===== src/blk_dma_pkg.sv =====
package blk_dma_pkg;

  // data word on the shared memory bus
  localparam int word_width_c = 32;

  // words moved per burst
  localparam int block_words_c = 4;

  // word index inside a block
  localparam int word_off_width_c = 2;

  typedef enum logic {
    dma_read  = 1'b0,
    dma_write = 1'b1
  } dma_op_e;

endpackage

===== src/col_dma_port.sv =====
`timescale 1ns/1ns

module col_dma_port
  import blk_dma_pkg::*;
#(
  parameter int mem_blocks_p = 64
) (
  input  logic                                      core_clk,
  input  logic                                      rst_n_i,

  // client side, four-phase
  input  logic                                      req_i,
  input  dma_op_e                                   op_i,
  input  logic [$clog2(mem_blocks_p)-1:0]           blk_addr_i,
  input  logic [block_words_c-1:0][word_width_c-1:0] wdata_i,
  output logic                                      ack_o,
  output logic [block_words_c-1:0][word_width_c-1:0] rdata_o,

  // arbiter side
  output logic                                      bus_req_o,
  input  logic                                      bus_gnt_i,

  // memory side, muxed at the top level
  output logic                                      mem_en_o,
  output logic                                      mem_we_o,
  output logic [$clog2(mem_blocks_p)+word_off_width_c-1:0] mem_addr_o,
  output logic [word_width_c-1:0]                   mem_wdata_o,
  input  logic [word_width_c-1:0]                   mem_rdata_i
);

  localparam int blk_aw_lp = $clog2(mem_blocks_p);
  localparam logic [word_off_width_c-1:0] last_off_lp = word_off_width_c'(block_words_c - 1);

  typedef enum logic [2:0] {
    st_idle,
    st_wait,   // holding bus_req until granted
    st_burst,
    st_drain,  // last read word still in flight
    st_ack
  } state_e;

  state_e state_q;
  state_e state_d;

  logic [word_off_width_c-1:0] off_q;
  logic [word_off_width_c-1:0] rd_off_q;
  logic                        capture;

  logic [block_words_c-1:0][word_width_c-1:0] rd_blk_q;

  // client inputs are stable while req_i is high, so they drive the bus directly
  always_comb begin
    state_d = state_q;
    case (state_q)
      st_idle: begin
        if (req_i) begin
          state_d = st_wait;
        end
      end
      st_wait: begin
        if (bus_gnt_i) begin
          state_d = st_burst;
        end
      end
      st_burst: begin
        if (off_q == last_off_lp) begin
          state_d = (op_i == dma_read) ? st_drain : st_ack;
        end
      end
      st_drain: state_d = st_ack;
      st_ack: begin
        if (!req_i) begin
          state_d = st_idle; // ack falls one cycle after req
        end
      end
      default: state_d = st_idle;
    endcase
  end

  always_ff @(posedge core_clk) begin
    if (!rst_n_i) begin
      state_q <= st_idle;
      off_q   <= '0;
    end else begin
      state_q <= state_d;
      if (state_q == st_burst) begin
        off_q <= (off_q == last_off_lp) ? '0 : off_q + 1'b1;
      end
    end
  end

  // read data trails its address by one cycle
  assign capture = ((state_q == st_burst) && (off_q != '0) && (op_i == dma_read))
                   || (state_q == st_drain);

  always_ff @(posedge core_clk) begin
    rd_off_q <= off_q;
    if (capture) begin
      rd_blk_q[rd_off_q] <= mem_rdata_i;
    end
  end

  assign bus_req_o   = (state_q == st_wait) || (state_q == st_burst);
  assign mem_en_o    = (state_q == st_burst);
  assign mem_we_o    = (state_q == st_burst) && (op_i == dma_write);
  assign mem_addr_o  = {blk_addr_i[blk_aw_lp-1:0], off_q};
  assign mem_wdata_o = wdata_i[off_q];

  assign ack_o   = (state_q == st_ack);
  assign rdata_o = rd_blk_q; // holds while ack_o is high

endmodule


===== config.mk =====
export PLATFORM = sky130hd
export DESIGN_NAME = col_dma_port
export DESIGN_NICKNAME = d
export VERILOG_FILES = /design/src/blk_dma_pkg.sv /design/src/col_dma_port.sv
export SDC_FILE = /design/constraint.sdc
export NUM_CORES = 1
export LEC_CHECK = 0
export BUFFER_PORTS_ARGS = -buffer_cell sky130_fd_sc_hd__buf_4
export CORE_AREA = 2 2 134 136
export DETAILED_ROUTE_END_ITERATION = 8
export DIE_AREA = 0 0 136 138
export PLACE_DENSITY_LB_ADDON = 0.12
export SLEW_MARGIN = 20
export SYNTH_ARGS = -nofsm -noshare
export SYNTH_HDL_FRONTEND = slang
export SYNTH_SLANG_ARGS = --single-unit

===== constraint.sdc =====
create_clock -name core_clk -period 5.08 [get_ports core_clk]
set_clock_uncertainty 0.15 [all_clocks]
set_input_delay 0.762 -clock core_clk [delete_from_list [all_inputs] [get_ports core_clk]]
set_output_delay 0.762 -clock core_clk [all_outputs]
set_load 0.02 [all_outputs]

* After elaboration in Yosys (flattened, before gate mapping)
Index checks and enable logic that the tools add are counted.
** Word-level totals
- Input port bits :: 171
- Register bits :: 135
- Output and inout bits :: 172
- Word-level logic and storage cells :: 42
** Operators by class
- Bitwise gates (word level) :: 1
- Equality and inequality tests :: 9
- Magnitude comparators :: 3
- Reductions and logical operators :: 9
- Muxes and demuxes :: 12
- $add $sub $neg :: 1
** Operator list (number)
- $bwmux 128 :: 1
- $bmux 32 s2 :: 1
- $demux 32 s2 :: 1
- $mux 32 :: 2
- $mux 3 :: 5
- $pmux 3 s5 :: 1
- $eq 3x2->1 const B :: 2
- $lt 2x3->1 const B :: 2
- $ne 2x2->1 const B :: 3
- $logic_and 1x1->1 :: 4
- $reduce_and 4->1 :: 1
- $eq 3x1->1 const B :: 1
- $eq 3x3->1 const B :: 1
- $logic_not 3->1 :: 1
- $add 2x1->2 const B :: 1
- $eq 2x2->1 const B :: 1
- $ge 2x1->1 const B :: 1
- $logic_or 1x1->1 :: 2
- $mux 2 :: 1
- $ne 2x1->1 const B :: 1
- $reduce_bool 2->1 :: 1
- $not 1->1 :: 1

* Logic depth before layout (Yosys ltp)
- Depth in word-level cells :: 5
- Depth in mapped cells :: 7
- Depth with buffers taken out :: 5

* Least setup slack after synthesis
OpenSTA, ideal clock, no wires.
- Path type :: flip-flop to flip-flop
- From :: reg off_q[1]
- To :: reg rd_blk_q (netlist bit rdata_o[32]) (enable)
- Period minus slack after synthesis :: 5.306 ns
- Data arrival time :: 4.643 ns
- Setup slack :: -0.226 ns
- Stages on the path, launching flop included :: 8
- Data required time :: 4.417 ns
- Buffers on the path :: 2
- Setup time :: 0.513 ns
- Cell sequence :: dfxtp_1 > buf_2 > buf_2 > inv_1 > ha_1 > nor2_1 > nor2_1 > nor4b_1
** Between the ends
- Longest elaborated chain between the ends :: 4
** RTL lines
- start: declaration :: line col_dma_port.sv:45 : logic [word_off_width_c-1:0] off_q;
- start signal: assignment :: line col_dma_port.sv:87 : off_q <= (off_q == last_off_lp) ? '0 : off_q + 1'b1;
- $reduce_bool 2->1 :: line col_dma_port.sv:93 : assign capture = ((state_q == st_burst) && (off_q != '0) && (op_i == dma_read))
- $logic_and 1x1->1 (2 in a row) :: line col_dma_port.sv:93
- $logic_or 1x1->1 :: line col_dma_port.sv:94 : || (state_q == st_drain);
- end signal: indexed assignment :: line col_dma_port.sv:99 : rd_blk_q[rd_off_q] <= mem_rdata_i;
- end: declaration :: line col_dma_port.sv:49 : logic [block_words_c-1:0][word_width_c-1:0] rd_blk_q;
No other way between the ends.
A chain may end at the register's enable or synchronous reset.

* Worst setup path in the final report
- From :: reg off_q[0]
- To :: out mem_wdata_o[20]
** Between the ends
- Longest elaborated chain between the ends :: 2
** RTL lines
- $bmux 32 s2 :: line col_dma_port.sv:107 : assign mem_wdata_o = wdata_i[off_q];
- $mux 32 (not written as such) :: line col_dma_port.sv:107
- end: declaration :: line col_dma_port.sv:27 : output logic [word_width_c-1:0] mem_wdata_o,
No other way between the ends. The select of a mux whose other input is x is not followed.

==> reports/metrics.yaml <==
post-cts-setup-buffers: 0
grt-ovfl-total: 0
drtIter0Drc: 124
drc: 0
synth_nets: 392
cts-root-buf: "clkbuf_16"
hold_viol_final: 0
yosys.area.top_type_share: 0.755
hpwl_um: 12300
synth_area_leader_cell: "edfxtp_1"
rows: 49
clkTransAtPathRegs_ns: 0.06
cpPeakStageDelay_ns: 0.65
path_delay_family: "buffers and inverters"
p_seq_frac: 0.448
clock_latency_ns: 0.41
max-cap-violations: 0
finalSetupViolCount: 0
ys_seq_elements: 135
p_int_w: 0.00217
regToRegEndpoint: "rdata_o[75]"
status: "finished, final reports clean"
combPwrFrac: 0.098
yosys_warnings: 0
antenna_left: 0
clock-sinks: 135
synthCells: 219
regToRegStartpoint: "off_q[0]"
ioPinCount: 343
cp_num_buf_inv: 2
min_period_ns: 3.00
timing.hold.ws_ns: 0.213
tightestPinTransition_ns: 0.623
routedWlPerCell_um: 19.8
yosys.cell_types.count: 28
grt_pass1_wl_um: 22600
antenna_found_initial: 1
swShare: 0.212
period_share: 0.591
gp_congestion: 0.928
worstHoldPathType: "reg2reg"
leakage_nw: 3.39
die_x_um: 136
gr-usage-all-layers: 0.167
syn_area_mm2: 0.00509
final_layout_size_suffix_gt1_frac: 0.703
max_slew_margin: 0.585
via_per_inst: 4.50
grt_max_degree: 37
initial_core_util: 0.290
r2r_slack_ns: 3.04
rsz0062_at_grt: "false"
start_kind: "register"
die_area_mm2: 0.0188
cp_cell_sequence: "buf_4 > mux4_1 > buf_4"
cts_resized: 0
grt_pass1_vias: 3771
die_h_um: 138
layout.core_utilization: 0.480
fmax_ghz: 0.333
core_area_mm2: 0.0175
ys_seq_area_frac: 0.783
path_max_fanout: 36
path_class: "reg2out"
numCtsBuffers: 17
clock_power_share: 0.454
totalWireLength_um: 15900
portBuffers: 330
required_ns: 4.17
critPathCaptureType: "output port"
hold_path_end: "rd_off_q[0]"
area_delta_synth_final_pct: 65.4
cp.arrival_ns: 2.09
min_from: "off_q[0]"
clock_path_buffers: 2
cp_slowest_cell: "mux4_1"
first_pass_iters: 4
nets: 733
power_switching_w: 0.000582
reg2regPathDepth: 6
vias: 3611
synthTopCellsByArea: "edfxtp_1, mux4_2, dfxtp_1, mux4_1, buf_4"
h-tree-depth: 4
drv_slew: 0
cts_tree: "built"
syn_area_per_cell_um2: 23.2
p_per_area_mw_per_mm2: 327
worstHoldPathCells: 0
ir_drop_v: 0.000165
crit_top_cell: "buf_4"
fillCellCount: 1580
cts-hold-fix-buffers: 0
[power by group through the flow]
stage                     registers, W  logic, W  clock network [W]
after detailed placement       0.00126  0.000272                  0
after floorplan                0.00126  0.000112                  0
final                          0.00123  0.000269            0.00125
after CTS                      0.00123  0.000273            0.00129
after global placement         0.00125  0.000270                  0
after global routing           0.00123  0.000288            0.00135
[final cells by class]
class | instances | area (µm²) | share of cell area
diodes | 1 | 2.50 | 0.000297
clock buffers | 17 | 425 | 0.0505
clock inverters | 15 | 193 | 0.0229
inverters | 3 | 11.3 | 0.00134
multi-input cells | 65 | 976 | 0.116
flip-flops and latches | 135 | 3990 | 0.473
well taps | 229 | 287 | 0.0340
repair buffers | 338 | 2540 | 0.301
[per-stage QoR]
| stage | TNS [ns] | total power, W | setup slack, ns | cells | area [µm²] |
|---|---|---|---|---|---|
| after floorplan | -14.47 | 0.00137 | -0.226 | 219 | 5090 |
| after global routing | 0 | 0.00287 | 1.92 | 803 | 8420 |
| final | 0 | 0.00275 | 2.08 | 803 | 8420 |
| after global placement | 0 | 0.00153 | 2.49 | 770 | 7800 |
| after detailed placement | 0 | 0.00153 | 2.48 | 770 | 7800 |
| after CTS | 0 | 0.00279 | 2.03 | 802 | 8410 |
[state kept, by name, summed over array words and instances (netlist names)]
register / cells
off_q: 2
rdata_o: 128
rd_off_q: 2
state_q: 3
[layout by cell type (no fill, tap or decap), types with 4 or more instances in the layout]
| master | n |
|---|---|
| inv_6 | 5 |
| buf_4 | 338 |
| mux4_2 | 28 |
| nor2_1 | 5 |
| dfxtp_1 | 6 |
| mux4_1 | 4 |
| edfxtp_1 | 128 |
| clkbuf_16 | 17 |
[cells in the mapped netlist (all sizes together)]
cell type  number
edfxtp        128
mux4           32
buf            16
dfxtp           7
nor2            5
inv             3
nand2           3
nor3b           3
o21ai           3
a21oi           2
and3b           2
ha              2
nand3           2
nor3            2
nor4b           2
a311oi          1
nand2b          1
nor2b           1
nor4            1
nor4bb          1
o21a            1
xnor2           1
[kinds of logic after synthesis]
logic type / synth area share
buffers and inverters: 0.0300
AND/OR/NAND/NOR: 0.0278
flip-flops: 0.783
multiplexers: 0.145
AO/OA/AOI/OAI: 0.00811
adder cells (fa/ha/maj): 0.00492
XOR/XNOR: 0.00172
[routing by layer]
| layer | GRT usage | share of wire |
|---|---|---|
| met1 | 0.166 | 0.33 |
| met2 | 0.305 | 0.54 |
| met3 | 0.0660 | 0.11 |
| met4 | 0.0691 | 0.022 |
| met5 | 0 | 0 |
[how the worst max path moves through the flow]
stage             start  cells past startpoint  slack [ns]         endpoint
3_3_place_gp   off_q[0]                      3        2.49  mem_wdata_o[20]
2_1_floorplan  off_q[1]                      7       -0.23      rdata_o[32]
3_5_place_dp   off_q[0]                      3        2.48  mem_wdata_o[21]
6_report       off_q[0]                      3        2.08  mem_wdata_o[20]
5_1_grt        off_q[0]                      3        1.92  mem_wdata_o[20]
4_1_cts        off_q[0]                      3        2.03  mem_wdata_o[20]
Power figures use the tool's default switching activity.
